--- src/logic/rob_params.svh ---
// sizing constants for the reorder buffer, included by the package, the RTL and the bench
`ifndef ROB_PARAMS_SVH
`define ROB_PARAMS_SVH

//----------------------------------------------------------------------
// buffer geometry
//----------------------------------------------------------------------
`define ROB_DEPTH	32	// entries
`define ROB_IDX_W	5	// entry index
`define ROB_PTR_W	6	// index plus wrap bit

//----------------------------------------------------------------------
// rename and branch field widths
//----------------------------------------------------------------------
`define PRF_TAG_W	6
`define LOG_DEST_W	5	// also the free-list head width
`define BR_MASK_W	4

`define PC_W		64
`define PC_STEP		4	// fixed instruction size

// empty tag and destination fields read back as this
`define TAG_RESET	31

`endif

--- src/logic/rob_pkg.sv ---
// shared types for the reorder buffer, referenced with rob_pkg:: scoped names
`include "rob_params.svh"

package rob_pkg;

	//----------------------------------------------------------------------
	// pointers and indices
	//----------------------------------------------------------------------
	typedef logic [`ROB_PTR_W-1:0] rob_ptr_t;	// msb is the wrap bit
	typedef logic [`ROB_IDX_W-1:0] rob_idx_t;

	//----------------------------------------------------------------------
	// entry payload
	//----------------------------------------------------------------------
	typedef logic [`PRF_TAG_W-1:0] prf_tag_t;
	typedef logic [`LOG_DEST_W-1:0] log_dest_t;	// free-list head uses it too
	typedef logic [`BR_MASK_W-1:0] br_mask_t;
	typedef logic [`PC_W-1:0] pc_t;

	// result of checking one branch against its resolution
	typedef enum logic [1:0] {
		BR_NONE  = 2'd0,	// no check, or not a branch
		BR_RIGHT = 2'd1,
		BR_WRONG = 2'd2
	} br_outcome_e;

endpackage

--- src/logic/rob_ctrl.sv ---
// head and tail pointer control for the reorder buffer, instantiated once in rob_top
`timescale 1ns/10ps
`include "rob_params.svh"

module rob_ctrl (
	input  logic                   clk,
	input  logic                   rst,
	input  logic                   dispatch_en_i,
	input  logic                   head_done_i,
	input  logic                   head_halt_i,
	input  rob_pkg::br_outcome_e   br_outcome_i,
	input  rob_pkg::rob_ptr_t      br_idx_i,
	output rob_pkg::rob_ptr_t      head_ptr_o,
	output rob_pkg::rob_ptr_t      tail_ptr_o,
	output logic                   retire_rdy_o,
	output logic                   stall_dp_o,
	output logic                   halt_o,
	output logic                   br_right_o,
	output logic                   br_recovery_rdy_o
);

	rob_pkg::rob_ptr_t head_r;
	rob_pkg::rob_ptr_t tail_r;
	rob_pkg::rob_ptr_t head_nxt;
	rob_pkg::rob_ptr_t tail_nxt;

	logic empty;
	logic full;
	logic dp_accept;
	logic recovery_mark_r;	// low only in the cycle after a recovery pulse

	//----------------------------------------------------------------------
	// occupancy
	//----------------------------------------------------------------------
	assign empty = (head_r == tail_r);
	// same index, different wrap bit
	assign full = (head_r ^ tail_r) == {1'b1, {`ROB_IDX_W{1'b0}}};

	assign retire_rdy_o = head_done_i & ~empty;
	assign stall_dp_o = full & ~retire_rdy_o;	// a retiring head frees a slot this cycle
	assign halt_o = head_halt_i & ~empty;

	assign dp_accept = dispatch_en_i & ~stall_dp_o;

	//----------------------------------------------------------------------
	// branch resolution
	//----------------------------------------------------------------------
	assign br_right_o = (br_outcome_i == rob_pkg::BR_RIGHT);
	assign br_recovery_rdy_o = (br_outcome_i == rob_pkg::BR_WRONG) & recovery_mark_r;

	//----------------------------------------------------------------------
	// pointer update
	//----------------------------------------------------------------------
	always_comb begin
		head_nxt = head_r;
		if (retire_rdy_o)
			head_nxt = head_r + 1'b1;
	end

	// recovery rollback takes priority and drops a same-cycle dispatch
	always_comb begin
		if (br_recovery_rdy_o)
			tail_nxt = br_idx_i + 1'b1;	// first slot after the branch
		else if (dp_accept)
			tail_nxt = tail_r + 1'b1;
		else
			tail_nxt = tail_r;
	end

	always_ff @(posedge clk) begin
		if (rst) begin
			head_r <= '0;
			tail_r <= '0;
		end else begin
			head_r <= head_nxt;
			tail_r <= tail_nxt;
		end
	end

	// one pulse per mispredict even if the resolution is held
	always_ff @(posedge clk) begin
		if (rst)
			recovery_mark_r <= 1'b1;
		else
			recovery_mark_r <= ~br_recovery_rdy_o;
	end

	assign head_ptr_o = head_r;
	assign tail_ptr_o = tail_r;

endmodule

--- config.mk ---
export PLATFORM = sky130hd
export DESIGN_NAME = rob_ctrl
export DESIGN_NICKNAME = d
export VERILOG_FILES = /design/src/logic/rob_pkg.sv /design/src/logic/rob_ctrl.sv
export VERILOG_INCLUDE_DIRS = /design/src /design/src/logic
export SDC_FILE = /design/constraint.sdc
export NUM_CORES = 1
export LEC_CHECK = 0
export BUFFER_PORTS_ARGS = -buffer_cell sky130_fd_sc_hd__buf_2
export CORE_MARGIN = 2
export CORE_UTILIZATION = 52
export DETAILED_ROUTE_END_ITERATION = 6
export PLACE_DENSITY = 0.9
export SETUP_SLACK_MARGIN = 0.1
export SLEW_MARGIN = 40
export SYNTH_ARGS = -nofsm -noshare
export SYNTH_HDL_FRONTEND = slang
export SYNTH_SLANG_ARGS = --single-unit
--- constraint.sdc ---
create_clock -name clk -period 5.9 [get_ports clk]
set_clock_uncertainty 0.2 [all_clocks]
set_input_delay 0.295 -clock clk [delete_from_list [all_inputs] [get_ports clk]]
set_output_delay 0.295 -clock clk [all_outputs]
set_load 0.01 [all_outputs]
==> summary.txt <==
Clock network
  • Later-pin clock latency in the skew report: about 0.28 ns
  • Clk sinks: 13
  • H-tree levels: 1
  • CTS clk-pin slew, worst paths: ~0.080 ns
  • Hold-fix buffers at CTS: 0
  • Number of gates resized after cts: 0
  • Cts bufs inserted: 3
  • Post-CTS Setup Repair Bufs: 0
  • CTS root buf: clkbuf_4
  • CTS tree: done
  • Clk buf depth: 2

Place
  • # port buffers: 29
  • HPWL Detailed: 1520 µm
  • Final GP Congestion: between 0.7 and 0.8

STA
  • Period minus WS final: about 2.3 ns
  • Final hold vios: 0
  • Final-report max-slew violation count: 0
  • Period utilization: between 30% and 40%
  • Tightest Pin Transition: 0.400 ns
  • Fmax: ~430 MHz
  • Max-slew headroom: roughly three quarters
  • Endpoints failing setup: 0
  • RSZ-0062 raised after global routing: no
  • Setup TNS: 0 ns

Finish
  • Fill count: ~130
  • N_diodes: 0
  • Nets: about 140
  • Register Area: roughly 260 µm²
  • Fraction of layout cells with a size suffix above 1: around a third
  • Area Overhead vs Synth: 21.3%
  • Multi-input logic area: 592 µm²

Run
  • Total of max-cap violations: 0

Setup path
  • FF-to-FF setup slack: 3.59 ns
  • Critical Path AT: between 2 and 2.5 ns
  • Worst EP required: 5.89 ns
  • CP Launch Type: flop
  • WS Path Type: reg2reg
  • Worst R2R Path Depth: 9
  • Worst stage delay on the critical path: approximately 0.35 ns
  • Worst r2r src: recovery_mark_r
  • Critical Path Sink Type: flop
  • CP cell instances: nand3b_1, clkinv_1, nand2_1, nand2_1, ha_1, and3_1, o211ai_1, xor2_1, a211oi_1
  • Bufs and invs on worst path: 1
  • Reg2reg end: tail_ptr_o[4]
  • Worst path slowest cell: clkinv_1
  • Crit-path max FO: 11
  • Critical Path Most Common Cell: nand2_1
  • Crit path max-delay family: simple AND/OR/NAND/NOR gates

Global route
  • Initial antenna violation count: 0
  • GRT overflow: 0
  • Vias in the first global route: 790
  • GRT Overall Usage: 21.3%
  • Global-route wire length before repair: about 3200 µm
  • Largest net degree at the start of global routing: 16

Drt
  • DRT Wirelength: between 1500 and 2000 µm
  • DRT Pass-1 Iters: 4
  • Vias/cell: ~5.8
  • Antenna viol nets, final: 0
  • Drc violations: 0
  • Initial drt markers: 22
  • DR WL/cell: about 13 µm
  • Vias after detailed routing: 834

Status
  • Status: complete, no violations

Power and ir drop
  • Leakage: approximately 0.46 nW
  • Pwr dens: around 230 mW/mm²
  • Total power: 238 µW
  • Peak supply drop: roughly 0.00019 V

Floorplanning
  • Core Region: approximately 0.0015 mm²
  • Die Wd: between 40 and 50 µm
  • Die area: 0.00202 mm²
  • Initial Util: between 50% and 60%
  • Die H: 44.9 µm
  • Site row count: 14
  • I/O pins: 30

Yosys
  • Flip-flop and latch count after synthesis: 13
  • Net count after synthesis: about 110
  • Register area share after synthesis: around 30%
  • Most used DFF post-synth: dfxtp_1
  • Syn_area_per_cell: roughly 9 µm²
  • Synth Instances: between 90 and 100
  • Yosys warning count: 0
  • Mapped cell area: 871 µm²
  • Synth async-reset ratio: 0%
  • EDFF count, synth: 0
  • Distinct cells, synth: 39

Worst hold path
  • WHS Path Cells: 2
  • Hold Path Origin: br_idx_i[0]
  • Worst Hold Endpoint: tail_ptr_o[0]
  • Min-delay worst type: in2reg
final cells by class:
cell class	count	share of cell area [%]
Multi-Input combinational cell	79	56.0
Sequential cell	13	24.6
Inverter	3	1.07
Clock inverter	1	0.474
Clock buffer	3	2.13
Tap cell	16	1.90
Timing Repair Buffer	29	13.7
Yosys cell counts, types with 2 or more instances:
cell	n	area, µm²
o211ai_1	4	30.0
or3_1	3	18.8
nand4_1	2	12.5
inv_1	2	7.51
and3_1	2	12.5
a211oi_1	3	22.5
nand2_1	5	18.8
nand3_2	2	20.0
xnor2_2	2	32.5
clkbuf_1	2	7.51
ha_1	2	25.0
a21oi_1	3	15.0
xnor2_1	5	43.8
xor2_1	8	70.1
nand3_1	5	25.0
o21ai_0	5	25.0
nor2_1	8	30.0
dfxtp_1	13	260
power by group:
| group | switching (mW) | internal, mW | total (mW) | leakage (nW) |
|---|---|---|---|---|
| Combinational | 0.0449 | 0.0336 | 0.0785 | 0.337 |
| Sequential | 0.0113 | 0.0949 | 0.106 | 0.106 |
| Clock | 0.0286 | 0.0251 | 0.0537 | 0.0177 |
layout by cell type, fill, tap and decap left out, drive strengths merged, types with 2 or more instances in the layout:
cell and n:
o21a 2, clkinv 2, clkbuf 3, o211ai 4, or3 3, xnor2 7, nor2 8, a211oi 3
nand4 2, and3 3, inv 2, nand2 5, xor2 8, buf 29, o21ai 6, nand3 7
ha 2, a21oi 3, dfxtp 13
worst max path at each step:
stage | start | end | slack [ns] | cells past startpoint
final | recovery_mark_r | tail_ptr_o[4] | 3.59 | 9
after global routing | recovery_mark_r | tail_ptr_o[4] | 3.37 | 9
after CTS | recovery_mark_r | tail_ptr_o[4] | 3.58 | 9
after detailed placement | br_outcome_i[1] | tail_ptr_o[4] | 3.48 | 10
after global placement | br_outcome_i[1] | tail_ptr_o[4] | 3.60 | 10
after floorplan | br_outcome_i[0] | tail_ptr_o[4] | 4.00 | 9
per-stage QoR:
stage	hold slack, ns	instance area (µm²)	utilization, %	instances	setup slack, ns
floorplan	0.184	871	-	97	4.00
global placement	0.293	1030	66.7	140	3.60
detailed placement	0.302	1030	66.7	140	3.48
CTS	0.0413	1060	68.5	144	3.58
global route	0.0545	1060	68.5	144	3.37
finish	0.0489	1060	68.5	144	3.59
cell families after synthesis:
logic type / synth area share (%)
buffers and inverters: 2.16
AND/OR/NAND/NOR: 27.6
XOR/XNOR: 16.8
multiplexers: 1.15
adder cells (fa/ha/maj): 2.87
flip-flops: 29.9
AO/OA/AOI/OAI: 19.5
flip-flops by register name, indices dropped and copies added, names as in the netlist:
name             count
head_ptr_o           6
tail_ptr_o           6
recovery_mark_r      1
routing by layer:
metal	GRT usage, %	wire [µm]
met1	27.2	871
met2	35.4	965
met3	6.80	86
met4	3.53	10
met5	0	0
(Power assumes the default switching activity.)
