## src/logic/rob_params.svh

```systemverilog
// sizing constants for the reorder buffer, included by the package, the RTL and the bench
`ifndef ROB_PARAMS_SVH
`define ROB_PARAMS_SVH

//----------------------------------------------------------------------
// buffer geometry
//----------------------------------------------------------------------
`define ROB_DEPTH	32	// entries
`define ROB_IDX_W	5	// entry index
`define ROB_PTR_W	6	// index plus wrap bit

//----------------------------------------------------------------------
// rename and branch field widths
//----------------------------------------------------------------------
`define PRF_TAG_W	6
`define LOG_DEST_W	5	// also the free-list head width
`define BR_MASK_W	4

`define PC_W		64
`define PC_STEP		4	// fixed instruction size

// empty tag and destination fields read back as this
`define TAG_RESET	31

`endif

```

## src/logic/rob_pkg.sv

```systemverilog
// shared types for the reorder buffer, referenced with rob_pkg:: scoped names
`include "rob_params.svh"

package rob_pkg;

	//----------------------------------------------------------------------
	// pointers and indices
	//----------------------------------------------------------------------
	typedef logic [`ROB_PTR_W-1:0] rob_ptr_t;	// msb is the wrap bit
	typedef logic [`ROB_IDX_W-1:0] rob_idx_t;

	//----------------------------------------------------------------------
	// entry payload
	//----------------------------------------------------------------------
	typedef logic [`PRF_TAG_W-1:0] prf_tag_t;
	typedef logic [`LOG_DEST_W-1:0] log_dest_t;	// free-list head uses it too
	typedef logic [`BR_MASK_W-1:0] br_mask_t;
	typedef logic [`PC_W-1:0] pc_t;

	// result of checking one branch against its resolution
	typedef enum logic [1:0] {
		BR_NONE  = 2'd0,	// no check, or not a branch
		BR_RIGHT = 2'd1,
		BR_WRONG = 2'd2
	} br_outcome_e;

endpackage

```

## src/logic/rob_rename_store.sv

```systemverilog
// per-entry rename fields of the reorder buffer with retire and recovery read ports
`timescale 1ns/10ps
`include "rob_params.svh"

module rob_rename_store (
	input  logic                clk,
	input  logic                rst,
	input  logic                dispatch_en_i,
	input  rob_pkg::rob_ptr_t   tail_ptr_i,
	input  rob_pkg::rob_ptr_t   head_ptr_i,
	input  logic                retire_rdy_i,
	input  rob_pkg::prf_tag_t   dest_tag_i,
	input  rob_pkg::prf_tag_t   old_tag_i,
	input  rob_pkg::log_dest_t  log_dest_i,
	input  rob_pkg::log_dest_t  fl_head_i,
	input  rob_pkg::rob_ptr_t   br_idx_i,
	output rob_pkg::prf_tag_t   fl_tag_o,
	output rob_pkg::prf_tag_t   arch_tag_o,
	output rob_pkg::log_dest_t  arch_log_dest_o,
	output rob_pkg::log_dest_t  recover_fl_head_o
);

	rob_pkg::prf_tag_t  dest_tag_r [`ROB_DEPTH];
	rob_pkg::prf_tag_t  old_tag_r [`ROB_DEPTH];
	rob_pkg::log_dest_t log_dest_r [`ROB_DEPTH];
	rob_pkg::log_dest_t fl_head_r [`ROB_DEPTH];	// free-list head at dispatch time

	rob_pkg::rob_idx_t tail_idx;
	rob_pkg::rob_idx_t head_idx;

	assign tail_idx = tail_ptr_i[`ROB_IDX_W-1:0];
	assign head_idx = head_ptr_i[`ROB_IDX_W-1:0];

	always_ff @(posedge clk) begin
		if (rst) begin
			for (int i = 0; i < `ROB_DEPTH; i++) begin
				dest_tag_r[i] <= `PRF_TAG_W'(`TAG_RESET);
				old_tag_r[i] <= `PRF_TAG_W'(`TAG_RESET);
				log_dest_r[i] <= `LOG_DEST_W'(`TAG_RESET);
				fl_head_r[i] <= `LOG_DEST_W'(`TAG_RESET);
			end
		end else begin
			if (retire_rdy_i) begin
				dest_tag_r[head_idx] <= `PRF_TAG_W'(`TAG_RESET);
				old_tag_r[head_idx] <= `PRF_TAG_W'(`TAG_RESET);
				log_dest_r[head_idx] <= `LOG_DEST_W'(`TAG_RESET);
				fl_head_r[head_idx] <= `LOG_DEST_W'(`TAG_RESET);
			end
			// full buffer retiring and dispatching hits one slot, new entry wins
			if (dispatch_en_i) begin
				dest_tag_r[tail_idx] <= dest_tag_i;
				old_tag_r[tail_idx] <= old_tag_i;
				log_dest_r[tail_idx] <= log_dest_i;
				fl_head_r[tail_idx] <= fl_head_i;
			end
		end
	end

	//----------------------------------------------------------------------
	// read ports
	//----------------------------------------------------------------------
	assign fl_tag_o = retire_rdy_i ? old_tag_r[head_idx] : '0;	// old tag back to free list
	assign arch_tag_o = retire_rdy_i ? dest_tag_r[head_idx] : '0;
	assign arch_log_dest_o = retire_rdy_i ? log_dest_r[head_idx] : '0;

	assign recover_fl_head_o = fl_head_r[br_idx_i[`ROB_IDX_W-1:0]];

endmodule

```

## config.mk

```make
export PLATFORM = sky130hd
export DESIGN_NAME = rob_rename_store
export DESIGN_NICKNAME = d
export VERILOG_FILES = /design/src/logic/rob_pkg.sv /design/src/logic/rob_rename_store.sv
export VERILOG_INCLUDE_DIRS = /design/src /design/src/logic
export SDC_FILE = /design/constraint.sdc
export NUM_CORES = 1
export LEC_CHECK = 0
export BUFFER_PORTS_ARGS = -buffer_cell sky130_fd_sc_hd__buf_2
export CORE_ASPECT_RATIO = 0.9
export CORE_UTILIZATION = 55
export DETAILED_ROUTE_END_ITERATION = 10
export GPL_ROUTABILITY_DRIVEN = 0
export PLACE_DENSITY_LB_ADDON = 0.1
export SLEW_MARGIN = 40
export SYNTH_ARGS = -nofsm -noshare
export SYNTH_HDL_FRONTEND = slang
export SYNTH_SLANG_ARGS = --single-unit
```

## constraint.sdc

```tcl
create_clock -name clk -period 7.2 [get_ports clk]
set_input_delay 0.72 -clock clk [delete_from_list [all_inputs] [get_ports clk]]
set_output_delay 0.72 -clock clk [all_outputs]
set_load 0.1 [all_outputs]
```

==> summary by stage <==
Floorplanning
The floorplan has 84 rows. The vertical die dimension is 232 µm. The die covers 0.0600 mm². The starting utilization of the core area is 55.6%. The count of pins on the block boundary is 66. The die width is 258 µm.

After floorplanning, the core was sized to cover 0.0583 mm².

Drt
For this block, the via count after detailed routing is 20,800. The count of nets left with antenna violations once routing finished came out at 0. The length of the first detailed-routing pass in iterations is 5. In this run, the number of DRC markers left after iteration 0 of detailed routing was 2,696.

Dividing the detail-routed via count by the number of cells gives 6.69. The detail-routed net length per standard cell is 31.7 µm. The routed design has 98,500 µm of wire. After detailed routing, the number of remaining DRC violations is 0.

CTS
TritonCTS built the clock tree. Buffers inserted during clock tree synthesis total 75. The H-tree was split into 3 levels. After clock tree synthesis, the flow added hold-fix buffers numbering 0. The clock transition time at the flip-flop clock pins of the worst setup and hold paths is 60 ps. In this run the deepest clock path goes through 3 buffers.

The buffers inserted during post-CTS setup optimization is 0. In this run, post-CTS repair resized a total of 0 instances. The cell chosen for the clock root is clkbuf_16. Counting every sink on the clock net gives 704.

Worst setup path
The endpoint kind of the worst setup timing path is a primary output. The data required time at the worst endpoint is 6480 ps. The worst setup path is launched from a primary input. For the worst setup path, the data arrival time is 4050 ps.

Of all nets on the critical path, the largest fanout is 27. The category of the most critical setup path is primary input to primary output.

Min path
In this run the most critical hold path is launched from old_tag_i[5]. The hold-critical path endpoint is old_tag_r[11][5]. The path class of the tightest hold or removal check is primary input to flip-flop. Along the worst hold path, the cell count comes to 3.

Pwr
The leakage power is 11.9 nW. Dividing total power by cell area gives a power density of 258 mW/mm². The relative contribution of sequential cells to total power is 51.9%.

The combinational share of power is 9.3%. The internal portion of the total power is 6.98 mW. The net load switching power is 2.26 mW. The share of total power in the clock network is 38.8%. The worst vdd rail ir drop is 0.154 mV.

Of the total power, the share spent switching nets is 24.4%.

Synth
The count of different cell masters after synthesis is 42. The synthesized area per cell is 13.9 µm². The netlist area before placement is 0.0324 mm². For this run, the register share of the synthesized area comes to 65.2%. When the netlist entered floorplanning its net count stood at 2,378.

The Yosys warning count is 0. The flip-flop and latch count after synthesis is 704. The cell count after synthesis came out at 2,334.

GRT
The leftover overflow at the end of global routing is 0. The via count of the first global-routing pass was 19,600. The first global-routing pass estimated 140,000 µm of wire.

The number of antenna violations at the first check in global routing came to 6. Global routing consumed, over all layers together, 33.0% of the routing resources. The maximum number of pins on one net before global-route repair is 93.

STA
The routed design could run at a clock period as short as 4770 ps. Setup violations remaining at the end of the flow were counted as 0. Of the available clock period, the critical path in the final layout requires 66.3%. The maximum clock rate is 210 MHz.

After routing, the total negative slack on setup checks comes to 0 ps. The number of max-slew violations in the final report is 0. The relative slew slack is 34.9%. At the pin with the least slew margin, the transition time is 977 ps. The count of final hold-check violations is 0. Setup repair after global routing left no endpoint under its margin.

Final hold analysis gives a worst-case slack of 741 ps.

Layout
The area added between synthesis and finish is 10.3%. The share of layout cells above drive strength 1 is 26.9%. For this run, the post-layout net count is 2,328.

Placement
Port buffering added 62 buffers. The half-perimeter wire length after placement is 56,900 µm.

Status
The run finished with clean final reports.

Flow run
The max-cap check violation count is 0.
## placed cells by master (no fill, tap or decap), drive strengths merged
cell	n
a21boi	17
a221oi	5
a32o	5
a41oi	5
and2	7
buf	135
bufinv	2
clkbuf	99
clkinv	21
clkinvlp	3
diode	2
edfxtp	704
inv	6
mux2i	287
mux4	35
nand2	41
nand2b	2
nand3	2
nand3b	6
nand4	2
nand4b	5
nand4bb	6
nor2	37
nor2b	3
nor3	33
nor3b	5
nor4	34
o211ai	16
o21ai	4
o21bai	5
o221ai	12
o22ai	136
o31a	4
or2	321
or3	321
or3b	2
or4	1
or4b	4
## power groups by stage
stage	logic, mW	clock network [mW]	registers [mW]
after floorplan	0.524	0	4.87
after global placement	0.818	0	4.87
after detailed placement	0.837	0	4.88
after CTS	0.839	3.60	4.79
after global routing	0.881	3.76	4.81
final	0.855	3.59	4.79
## routing by layer
| metal | GRT usage [%] | part of all wire [%] | vias to the layer above | routed length (µm) |
|---|---|---|---|---|
| li1 | - | - | 8742 | - |
| met1 | 49.4 | 41 | 10600 | 40600 |
| met2 | 47.1 | 44 | 1225 | 43000 |
| met3 | 8.65 | 12 | 198 | 12000 |
| met4 | 10.2 | 3.0 | 4 | 2920 |
| met5 | 0 | 0.023 | - | 23 |
## final cells by class
class / instances / area [µm²]
well taps: 774 / 968
diodes: 2 / 5.00
repair buffers: 135 / 962
multi-input cells: 1363 / 10500
flip-flops and latches: 704 / 21100
clock buffers: 99 / 2010
fillers: 4370 / 22500
inverters: 5 / 18.8
clock inverters: 27 / 186
## critical path, cell delays in order
cell	delay, ps
buf_2	290
or4_1	1060
buf_4	380
o22ai_1	620
nor4_1	230
a21boi_1	250
buf_2	460
## cell usage after synthesis
cell type | number | share of area (%)
a21boi_1 | 17 | 0.39
a221oi_1 | 5 | 0.13
a32o_1 | 5 | 0.15
a41oi_1 | 5 | 0.13
and2_1 | 7 | 0.13
buf_2 | 62 | 0.96
buf_4 | 2 | 0.046
buf_6 | 7 | 0.24
buf_8 | 1 | 0.046
clkbuf_1 | 190 | 2.2
clkinv_1 | 1 | 0.012
edfxtp_1 | 704 | 65
inv_1 | 4 | 0.046
mux2i_1 | 287 | 8.9
mux4_2 | 35 | 2.4
nand2_1 | 41 | 0.47
nand2b_1 | 2 | 0.039
nand3_1 | 2 | 0.031
nand3b_1 | 6 | 0.14
nand4_1 | 1 | 0.019
nand4_2 | 1 | 0.039
nand4b_1 | 4 | 0.11
nand4b_2 | 1 | 0.046
nand4bb_1 | 6 | 0.21
nor2_1 | 37 | 0.43
nor2b_1 | 3 | 0.058
nor3_1 | 33 | 0.51
nor3b_1 | 5 | 0.12
nor4_1 | 34 | 0.66
o211ai_1 | 16 | 0.37
o21ai_0 | 3 | 0.046
o21ai_1 | 1 | 0.015
o21bai_1 | 5 | 0.12
o221ai_1 | 12 | 0.32
o22ai_1 | 136 | 2.6
o31a_1 | 4 | 0.11
or2_1 | 1 | 0.019
or2_2 | 320 | 6.2
or3_1 | 321 | 6.2
or3b_2 | 2 | 0.054
or4_1 | 1 | 0.023
or4b_1 | 4 | 0.12
## worst max path at each step
stage | startpoint | depth (start not counted) | to
CTS | head_ptr_i[2] | 7 | arch_tag_o[2]
floorplan | br_idx_i[0] | 7 | recover_fl_head_o[0]
global route | head_ptr_i[2] | 7 | arch_tag_o[2]
detailed placement | head_ptr_i[2] | 7 | arch_tag_o[2]
finish | head_ptr_i[2] | 7 | arch_tag_o[2]
global placement | head_ptr_i[2] | 7 | arch_tag_o[2]
## cells by family after synthesis
family	Yosys count	share of synthesized area, %
simple gates	832	15.6
flops	704	65.2
mux	322	11.3
buf+inv	267	3.55
compound gates	209	4.42
## flip-flops by register name, indices dropped and copies added, names as in the netlist
signal      cells
dest_tag_r    192
fl_head_r     160
log_dest_r    160
old_tag_r     192
## metrics by stage
step | cell area [µm²] | power (mW) | utilization [%] | instances | worst slack (ps)
2_1_floorplan | 32400 | 5.39 | - | 2334 | 3050
3_3_place_gp | 33400 | 5.69 | 57.2 | 2972 | 2740
3_5_place_dp | 33600 | 5.72 | 57.5 | 2980 | 2640
4_1_cts | 35800 | 9.24 | 61.3 | 3106 | 2640
5_1_grt | 35800 | 9.46 | 61.4 | 3109 | 2440
6_report | 35800 | 9.24 | 61.4 | 3109 | 2430
Note: power is estimated with default switching activity, not from simulation.
