### src/logic/rob_params.svh
// sizing constants for the reorder buffer, included by the package, the RTL and the bench
`ifndef ROB_PARAMS_SVH
`define ROB_PARAMS_SVH

//----------------------------------------------------------------------
// buffer geometry
//----------------------------------------------------------------------
`define ROB_DEPTH	32	// entries
`define ROB_IDX_W	5	// entry index
`define ROB_PTR_W	6	// index plus wrap bit

//----------------------------------------------------------------------
// rename and branch field widths
//----------------------------------------------------------------------
`define PRF_TAG_W	6
`define LOG_DEST_W	5	// also the free-list head width
`define BR_MASK_W	4

`define PC_W		64
`define PC_STEP		4	// fixed instruction size

// empty tag and destination fields read back as this
`define TAG_RESET	31

`endif

### src/logic/rob_pkg.sv
// shared types for the reorder buffer, referenced with rob_pkg:: scoped names
`include "rob_params.svh"

package rob_pkg;

	//----------------------------------------------------------------------
	// pointers and indices
	//----------------------------------------------------------------------
	typedef logic [`ROB_PTR_W-1:0] rob_ptr_t;	// msb is the wrap bit
	typedef logic [`ROB_IDX_W-1:0] rob_idx_t;

	//----------------------------------------------------------------------
	// entry payload
	//----------------------------------------------------------------------
	typedef logic [`PRF_TAG_W-1:0] prf_tag_t;
	typedef logic [`LOG_DEST_W-1:0] log_dest_t;	// free-list head uses it too
	typedef logic [`BR_MASK_W-1:0] br_mask_t;
	typedef logic [`PC_W-1:0] pc_t;

	// result of checking one branch against its resolution
	typedef enum logic [1:0] {
		BR_NONE  = 2'd0,	// no check, or not a branch
		BR_RIGHT = 2'd1,
		BR_WRONG = 2'd2
	} br_outcome_e;

endpackage

### src/logic/rob_status.sv
// per-entry done, taken and halt bits of the reorder buffer
`timescale 1ns/10ps
`include "rob_params.svh"

module rob_status (
	input  logic               clk,
	input  logic               rst,
	input  logic               dispatch_en_i,
	input  rob_pkg::rob_ptr_t  tail_ptr_i,
	input  rob_pkg::rob_ptr_t  head_ptr_i,
	input  logic               retire_en_i,
	input  logic               fu_done_i,
	input  rob_pkg::rob_ptr_t  fu_idx_i,
	input  logic               fu_br_taken_i,
	input  logic               halt_i,
	output logic               head_done_o,
	output logic               head_halt_o
);

	logic [`ROB_DEPTH-1:0] done_r;
	logic [`ROB_DEPTH-1:0] taken_r;	// resolved branch direction
	logic [`ROB_DEPTH-1:0] halt_r;

	rob_pkg::rob_idx_t tail_idx;
	rob_pkg::rob_idx_t head_idx;
	rob_pkg::rob_idx_t fu_idx;

	assign tail_idx = tail_ptr_i[`ROB_IDX_W-1:0];
	assign head_idx = head_ptr_i[`ROB_IDX_W-1:0];
	assign fu_idx = fu_idx_i[`ROB_IDX_W-1:0];

	// later writes in this block take priority on a shared slot
	always_ff @(posedge clk) begin
		if (rst) begin
			done_r <= '0;
			taken_r <= '0;
			halt_r <= '0;
		end else begin
			if (retire_en_i) begin
				done_r[head_idx] <= 1'b0;
				halt_r[head_idx] <= 1'b0;
			end
			if (dispatch_en_i) begin
				done_r[tail_idx] <= 1'b0;
				taken_r[tail_idx] <= 1'b0;
				halt_r[tail_idx] <= halt_i;
			end
			if (fu_done_i) begin	// completion wins over dispatch
				done_r[fu_idx] <= 1'b1;
				taken_r[fu_idx] <= fu_br_taken_i;
			end
		end
	end

	assign head_done_o = done_r[head_idx];
	assign head_halt_o = halt_r[head_idx];

endmodule

### config.mk
export PLATFORM = sky130hd
export DESIGN_NAME = rob_status
export DESIGN_NICKNAME = d
export VERILOG_FILES = /design/src/logic/rob_pkg.sv /design/src/logic/rob_status.sv
export VERILOG_INCLUDE_DIRS = /design/src /design/src/logic
export SDC_FILE = /design/constraint.sdc
export NUM_CORES = 1
export LEC_CHECK = 0
export ABC_AREA = 1
export ABC_CLOCK_PERIOD_IN_PS = 1200
export BUFFER_PORTS_ARGS = -buffer_cell sky130_fd_sc_hd__buf_4
export CAP_MARGIN = 30
export CORE_ASPECT_RATIO = 0.8
export CORE_UTILIZATION = 40
export CTS_BUF_LIST = sky130_fd_sc_hd__clkbuf_2
export DETAILED_ROUTE_END_ITERATION = 8
export PLACE_DENSITY = 0.62
export RECOVER_POWER = 25
export SETUP_SLACK_MARGIN = 0.2
export SLEW_MARGIN = 0
export SYNTH_ARGS = -nofsm -noshare
export SYNTH_HDL_FRONTEND = slang
export SYNTH_SLANG_ARGS = --single-unit
### constraint.sdc
create_clock -name clk -period 1.2 [get_ports clk]
set_input_delay 0.24 -clock clk [delete_from_list [all_inputs] [get_ports clk]]
set_output_delay 0.24 -clock clk [all_outputs]
set_load 0.1 [all_outputs]
==> results.json, run 1 <==
{
  "drtAntennaViolNets": 0,
  "cp_slowest_cell": "dfxtp_2",
  "setup_viol": 4,
  "fill_cells": 905,
  "ios": 27,
  "worstSkewPairLatency_ns": 0.57,
  "hold_viol_final": 0,
  "start_kind": "flip-flop",
  "wl_per_cell_um": 15.5,
  "critPathTopFamily": "simple AND/OR/NAND/NOR gates",
  "crit_fanout": 2,
  "dp_cells": 748,
  "worst_ep_required_time_ns": 0.96,
  "drc": 0,
  "critPathBufInv": 1,
  "dieArea_um2": 9080,
  "yosys_register_bits": 64,
  "cts_inserted_buffers": 9,
  "synth_area_leader_cell": "dfxtp_1",
  "syn_inst": 576,
  "fmax_ghz": 0.520,
  "holdBufCountCts": 0,
  "placed_area_um2": 4310,
  "die_w_um": 106,
  "rsz0062_at_grt": "true",
  "power_mw": 4.11,
  "tightestPinTransition_ns": 0.685,
  "core_um2": 8450,
  "violations": "setup timing",
  "hp-class": "in -> reg",
  "arrival_ns": 1.68,
  "ys_top_cells_by_count": "nand2_1, a21oi_1, dfxtp_1, nand3_1, o21ai_0",
  "multi_input_area_um2": 2090,
  "synth_cell_types": 17,
  "grt_max_degree": 35,
  "std_cell_rows": 30,
  "grt_pass1_wl_um": 18900,
  "slew_headroom_pct": 54.4,
  "finalClockSkew_ns": 0,
  "drv_slew": 0,
  "drt_first_pass_iters": 5,
  "cts_max_path_buffers": 2,
  "max-cap-violations": 0,
  "post-synth-top-count-cell": "nand2_1",
  "period_needed_ns": 1.92,
  "die_h_um": 85.4,
  "power_density_nw_per_um2": 922,
  "crit_type": "reg -> out",
  "clk_pin_slew_ns": 0.20,
  "layout-drive-gt1-share_pct": 22.3,
  "synth_top_area_share_pct": 36.8,
  "grt_pass1_vias": 3742,
  "drtIter0Drc": 289,
  "ir_drop_uv": 673,
  "end_kind": "output port",
  "synth_seq_area_share_pct": 36.8,
  "htree_num_levels": 3,
  "synth.avg_cell_area_um2": 6.04,
  "gp_congestion": 0.880,
  "nNetsFinal": 674,
  "slowest_delay_ns": 0.37,
  "crit_chain": "nand2_1 > nand2_1 > nand2_1 > nand2_1 > nand2_1 > nand2_1 > nor2_2 > nand2_4 > buf_12",
  "wirelength_um": 11900,
  "holdWs_ns": 0.0830,
  "status": "complete, but fails checks",
  "syn_nets": 601,
  "via_count": 4035,
  "seqCellArea_um2": 1300,
  "fin_ws_ns": -0.724,
  "cts-root-buf": "clkbuf_2",
  "synth-edff-count": 0,
  "antenna_cells": 0,
  "vias_per_cell": 5.27,
  "timing.final.crit_share_pct": 160,
  "dp_slack_ns": -0.442,
  "postLayoutCellArea_um2": 4450,
  "track_usage_pct": 27.8,
  "ys_top_cells_by_area": "dfxtp_1, nand2_1, a21oi_1",
  "antenna_found_initial": 0,
  "worst_path_most_repeated_cell": "nand2_1",
  "ys_warn_count": 0,
  "hpwlAfterDp_um": 8080,
  "synth_top_flop_cell": "dfxtp_1",
  "cts_sinks": 64,
  "netlist_area_um2": 3480,
  "fin_cells": 766,
  "overflow": 0,
  "leakage_nw": 1.93,
  "start_util_pct": 41.2,
  "io_buffers": 22,
  "area_growth_pct": 28.0,
  "cts_tree": "yes",
  "async_reset_ff_share_pct": 0
}
==> registers in the layout, indices dropped and copies added, names as in the netlist <==
name / count
halt_r: 32
done_r: 32
==> cells in the final DEF, fill, tap and decap left out, drive strengths merged <==
cell      n
a21oi    64
nor2      4
nand3    40
clkinv    4
buf      78
o21ai    34
nand2   294
nor3     26
o211ai    2
bufinv    1
dfxtp    64
inv      28
clkbuf   15
==> what timing repair did <==
action                                  4_1_cts  5_1_grt
endpoints found under the setup margin        2        2
endpoints found under the hold margin         0        0
pin swaps                                     2       15
resized for setup                            11       16
buffers inserted                              1        1
==> metal layers <==
metal / global-route usage (%) / part of all wire, % / up-vias
li1: - / - / 2016
met1: 36.9 / 44 / 1827
met2: 44.0 / 45 / 166
met3: 5.91 / 8.7 / 26
met4: 11.4 / 1.9 / 0
met5: 0 / 0 / -
==> worst paths after layout <==
check	start	end	slack, ns	depth (start not counted)
hold / removal	fu_idx_i[3]	done_r[4]	0.08	5
hold reg to reg	halt_r[15]	halt_r[15]	0.48	2
setup reg to reg	done_r[30]	done_r[30]	0.37	4
setup / recovery	halt_r[5]	head_halt_o	-0.72	9
==> cells by family (layout without fill, tap and decap cells) <==
kind of cell	count (synthesis)	after routing	synth area share, %
AND/OR/NAND/NOR	364	364	43.2
AO/OA/AOI/OAI	100	100	14.5
flip-flops	64	64	36.8
buffers and inverters	48	126	5.50
==> where the power goes <==
part	switching [mW]	internal [mW]
logic	0.404	0.232
clock network	0.820	0.479
registers	0.0157	2.16
total	1.24	2.87
==> area by class of cell <==
class | count | area share [%]
Sequential cell | 64 | 29.2
Multi-Input combinational cell | 464 | 47.0
Clock inverter | 5 | 1.07
Clock buffer | 11 | 1.24
Tap cell | 112 | 3.15
Inverter | 28 | 2.53
Timing Repair Buffer | 82 | 15.8
==> metrics by stage <==
step                util [%]  setup TNS (ns)
finish                  52.7           -1.45
global route            52.7           -2.09
CTS                     52.7           -1.44
detailed placement      51.1           -5.80
global placement        51.1           -5.16
floorplan                  -          -0.326
==> worst reg2reg max path: stages, from the launching register on <==
cell     delay (ns)
dfxtp_2        0.36
buf_4          0.12
buf_4          0.12
nand3_1        0.07
a21oi_1        0.06
Note: power is estimated with default switching activity, not from simulation.
==> inputs of run 2 (changes only) <==
- ABC_AREA: 1 -> default
==> results.json, run 2 <==
{
  "post-synth-top-count-cell": "a22oi_1",
  "grt_pass1_vias": 3088,
  "ir_drop_uv": 642,
  "vias_per_cell": 5.96,
  "power_density_nw_per_um2": 943,
  "layout-drive-gt1-share_pct": 42.4,
  "via_count": 3190,
  "rsz0062_at_grt": "true",
  "crit_fanout": 2,
  "area_growth_pct": 37.1,
  "finalClockSkew_ns": 0,
  "gp_congestion": 0.879,
  "drt_first_pass_iters": 5,
  "arrival_ns": 2.36,
  "drtIter0Drc": 198,
  "layout_common_cells": "buf_4, nor2_1, a22oi_1",
  "cts_sinks": 64,
  "synth_cell_types": 31,
  "syn_nets": 380,
  "yosys_register_bits": 64,
  "wirelength_um": 10600,
  "slew_headroom_pct": 41.2,
  "cts_tree": "yes",
  "setup_tns_ns": -3.72,
  "ios": 27,
  "cts_inserted_buffers": 9,
  "ys_top_cells_by_count": "a22oi_1, nor2_1, dfxtp_1, clkbuf_1, mux2_2",
  "internal_power_mw": 2.95,
  "ys_top_cells_by_area": "dfxtp_1, a22oi_1, nor2_1",
  "fill_cells": 732,
  "die_h_um": 82.6,
  "pwr-share-comb_pct": 17.3,
  "core_um2": 7910,
  "start_util_pct": 41.1,
  "mostFrequentLayoutCell": "buf_4",
  "switchingPower_mw": 1.25,
  "track_usage_pct": 27.0,
  "async_reset_ff_share_pct": 0,
  "grt_pass1_wl_um": 16600,
  "end_kind": "output port",
  "htree_num_levels": 3,
  "cts_max_path_buffers": 2,
  "hold_viol_final": 0,
  "start_kind": "flip-flop",
  "fmax_ghz": 0.385,
  "hpwlAfterDp_um": 7780,
  "switching_share_pct": 29.8,
  "p_seq_share_pct": 51.4,
  "netlist_area_um2": 3250,
  "die_w_um": 103,
  "worstSkewPairLatency_ns": 0.53,
  "antenna_found_initial": 0,
  "hp-class": "in -> reg",
  "clk_pin_slew_ns": 0.21,
  "synth_area_leader_cell": "dfxtp_1",
  "wl_per_cell_um": 19.8,
  "fin_ws_ns": -1.40,
  "setup_viol": 26,
  "violations": "setup timing",
  "synth_top_area_share_pct": 39.4,
  "crit_type": "reg -> out",
  "drtAntennaViolNets": 0,
  "ys_warn_count": 0,
  "power_frac_clock_pct": 31.3,
  "reg_top3": "done_r: 32 flops, halt_r: 32 flops",
  "dieArea_um2": 8500,
  "timing.final.crit_share_pct": 217,
  "syn_inst": 355,
  "std_cell_rows": 29,
  "seqCellArea_um2": 1280,
  "synth_seq_area_share_pct": 39.4,
  "synth_top_flop_cell": "dfxtp_1",
  "synth.avg_cell_area_um2": 9.16,
  "worst_ep_required_time_ns": 0.96,
  "overflow": 0,
  "multi_input_area_um2": 2100,
  "status": "complete, but fails checks",
  "holdWs_ns": 0.104,
  "drc": 0,
  "period_needed_ns": 2.60,
  "drv_slew": 0,
  "antenna_cells": 0,
  "synth-edff-count": 0,
  "leakage_nw": 1.69,
  "nNetsFinal": 447,
  "grt_max_degree": 65,
  "io_buffers": 22,
  "tightestPinTransition_ns": 0.879,
  "power_mw": 4.20,
  "cts-root-buf": "clkbuf_2",
  "max-cap-violations": 0
}
-- run 2: changes by cell type after synthesis, moves of 27 or more --
cell / previous run / this run
nand2_1: 294 / 4
a22oi_1: 0 / 99
nor2_1: 4 / 68
a21oi_1: 64 / 3
nand3_1: 40 / 2
o21ai_0: 28 / 1
-- run 2: per-layer routing --
metal	vias to the layer above	track usage, %	share of wire, %
met4	0	6.62	1.6
met3	15	8.00	5.9
met5	-	0	0
met1	1579	34.4	46
met2	104	44.8	47
li1	1492	-	-
-- run 2: final timing paths --
check,start,endpoint,slack (ns),cells after the start
worst max-delay path,done_r[23],head_done_o,-1.40,4
worst min-delay path,fu_idx_i[3],done_r[16],0.10,4
worst max register to register,done_r[19],done_r[19],0.39,3
worst min register to register,halt_r[15],halt_r[15],0.51,2
-- run 2: kinds of logic after synthesis --
group / count (synthesis) / synth area share, %
AND/OR/NAND/NOR: 115 / 18.3
flip-flops: 64 / 39.4
buffers and inverters: 37 / 4.92
AO/OA/AOI/OAI: 112 / 25.9
multiplexers: 27 / 11.5
-- run 2: final cells by class --
| cell class | instances | share of cell area (%) |
|---|---|---|
| Tap cell | 108 | 3.03 |
| Sequential cell | 64 | 28.8 |
| Clock inverter | 6 | 1.35 |
| Multi-Input combinational cell | 254 | 47.0 |
| Clock buffer | 10 | 1.12 |
| Timing Repair Buffer | 93 | 18.7 |
-- run 2: power by group through the flow --
stage | clock network, mW | logic (mW) | registers, mW
2_1_floorplan | 0 | 0.454 | 2.20
5_1_grt | 1.42 | 0.769 | 2.17
3_5_place_dp | 0 | 0.646 | 2.20
3_3_place_gp | 0 | 0.634 | 2.20
6_report | 1.32 | 0.727 | 2.16
4_1_cts | 1.33 | 0.689 | 2.16
-- run 2: stage by stage --
step	worst slack, ns	utilization [%]	std cells	instance area [um^2]
2_1_floorplan	-1.44	-	355	3710
3_3_place_gp	-1.02	52.0	513	4120
3_5_place_dp	-1.05	52.0	513	4120
4_1_cts	-1.40	55.0	531	4350
5_1_grt	-1.50	56.4	535	4460
6_report	-1.40	56.4	535	4460
-- run 2: repair_timing --
action | in CTS | in global routing
endpoints found under the setup margin | 49 | 26
pin swaps | 15 | 71
setup buffers | 2 | 3
hold buffers | 0 | 0
gates resized for setup | 27 | 28
cloned | 0 | 1
-- run 2: worst max-delay path: stages (launching register included) --
cell     delay (ns)
dfxtp_1        0.36
mux4_2         0.46
a22o_1         0.24
or4_4          0.55
buf_12         0.18
==> inputs of run 3 (changes only) <==
- TNS_END_PERCENT: default -> 50
==> results.json, run 3 (synthesized netlist as in run 2, its figures left out) <==
{
  "status": "complete, but fails checks",
  "violations": "setup timing",
  "grt_pass1_wl_um": 16700,
  "layout_common_cells": "buf_4, a22oi_1, nor2_1",
  "reg_top3": "done_r: 32 flops, halt_r: 32 flops",
  "setup_viol": 25,
  "area_growth_pct": 35.1,
  "end_kind": "output port",
  "grt_pass1_vias": 3138,
  "cts_tree": "yes",
  "arrival_ns": 2.26,
  "gp_congestion": 0.870,
  "slew_headroom_pct": 49.7,
  "dieArea_um2": 8500,
  "cts_inserted_buffers": 9,
  "timing.final.crit_share_pct": 208,
  "hp-class": "in -> reg",
  "period_needed_ns": 2.50,
  "antenna_cells": 0,
  "io_buffers": 22,
  "fmax_ghz": 0.400,
  "wirelength_um": 10500,
  "drt_first_pass_iters": 5,
  "crit_fanout": 2,
  "leakage_nw": 1.69,
  "postCtsSetupBuffers": 0,
  "die_w_um": 103,
  "antenna_found_initial": 0,
  "worst_ep_required_time_ns": 0.96,
  "drv_slew": 0,
  "htree_num_levels": 3,
  "max-cap-violations": 0,
  "start_util_pct": 41.1,
  "core_um2": 7910,
  "power_density_nw_per_um2": 992,
  "ir_drop_uv": 548,
  "drc": 0,
  "wl_per_cell_um": 19.6,
  "fill_cells": 729,
  "vias_per_cell": 5.92,
  "dp_slack_ns": -1.02,
  "grt_max_degree": 65,
  "hold_viol_final": 0,
  "finalClockSkew_ns": 0,
  "track_usage_pct": 27.0,
  "tightestPinTransition_ns": 0.751,
  "crit_type": "reg -> out",
  "drtAntennaViolNets": 0,
  "min_path_cells": 4,
  "layout-drive-gt1-share_pct": 40.4,
  "hpwlAfterDp_um": 7780,
  "rsz0062_at_grt": "true",
  "overflow": 0,
  "setup_tns_ns": -3.75,
  "die_h_um": 82.6,
  "via_count": 3175,
  "rr_worst_depth": 3,
  "start_kind": "flip-flop",
  "clk_pin_slew_ns": 0.19,
  "nNetsFinal": 448,
  "r2r_slack_ns": 0.39,
  "mostFrequentLayoutCell": "buf_4",
  "std_cell_rows": 29,
  "cts_sinks": 64,
  "cts_max_path_buffers": 2,
  "drtIter0Drc": 232,
  "cts-root-buf": "clkbuf_2",
  "fin_ws_ns": -1.30,
  "worstSkewPairLatency_ns": 0.50,
  "ios": 27
}
-- run 3: through the flow --
step           power, mW  cells  util [%]  cell area, um^2  hold WS, ns
2_1_floorplan       2.60    355         -             3520        0.457
3_3_place_gp        2.83    520      51.9             4110        0.478
3_5_place_dp        2.84    520      51.9             4110        0.474
4_1_cts             4.38    536      55.9             4420        0.153
5_1_grt             4.53    536      55.6             4390        0.153
6_report            4.36    536      55.6             4390        0.148
-- run 3: worst max-delay path, stage by stage, from the launching register on --
cell and delay, ns:
dfxtp_2 0.37, mux2_2 0.25, a222oi_1 0.30, a21oi_1 0.11, or4_4 0.56, buf_12 0.18
-- run 3: timing repair --
item,CTS,global route
endpoints found under the setup margin,65,28
gates resized for setup,43,13
hold buffers,0,0
pin swaps,22,13
-- run 3: report_power, final --
part           switching, mW  leakage (nW)  internal, mW  total (mW)
clock network          0.813        0.0772         0.688        1.50
logic                  0.389          1.09         0.307       0.695
registers             0.0123         0.517          2.15        2.16
total                   1.21          1.69          3.14        4.36
-- run 3: final cells by class --
| class | count | area (um^2) | area share, % |
|---|---|---|---|
| multi-input cells | 254 | 2040 | 46.5 |
| flip-flops and latches | 64 | 1280 | 29.2 |
| repair buffers | 94 | 798 | 18.2 |
| well taps | 108 | 135 | 3.08 |
| clock inverters | 6 | 83.8 | 1.91 |
| clock buffers | 10 | 50.0 | 1.14 |
-- run 3: worst paths after layout --
kind / from / end
hold reg to reg: halt_r[21] / halt_r[21]
setup / recovery: done_r[17] / head_done_o
setup reg to reg: done_r[16] / done_r[16]
hold / removal: fu_idx_i[2] / done_r[18]
-- run 3: metal layers --
| metal | vias to the layer above | global-route usage (%) | routed length (um) |
|---|---|---|---|
| li1 | 1493 | - | - |
| met2 | 94 | 44.7 | 4860 |
| met5 | - | 0 | 0 |
| met1 | 1562 | 34.1 | 4790 |
| met4 | 0 | 11.5 | 337 |
| met3 | 26 | 5.72 | 511 |
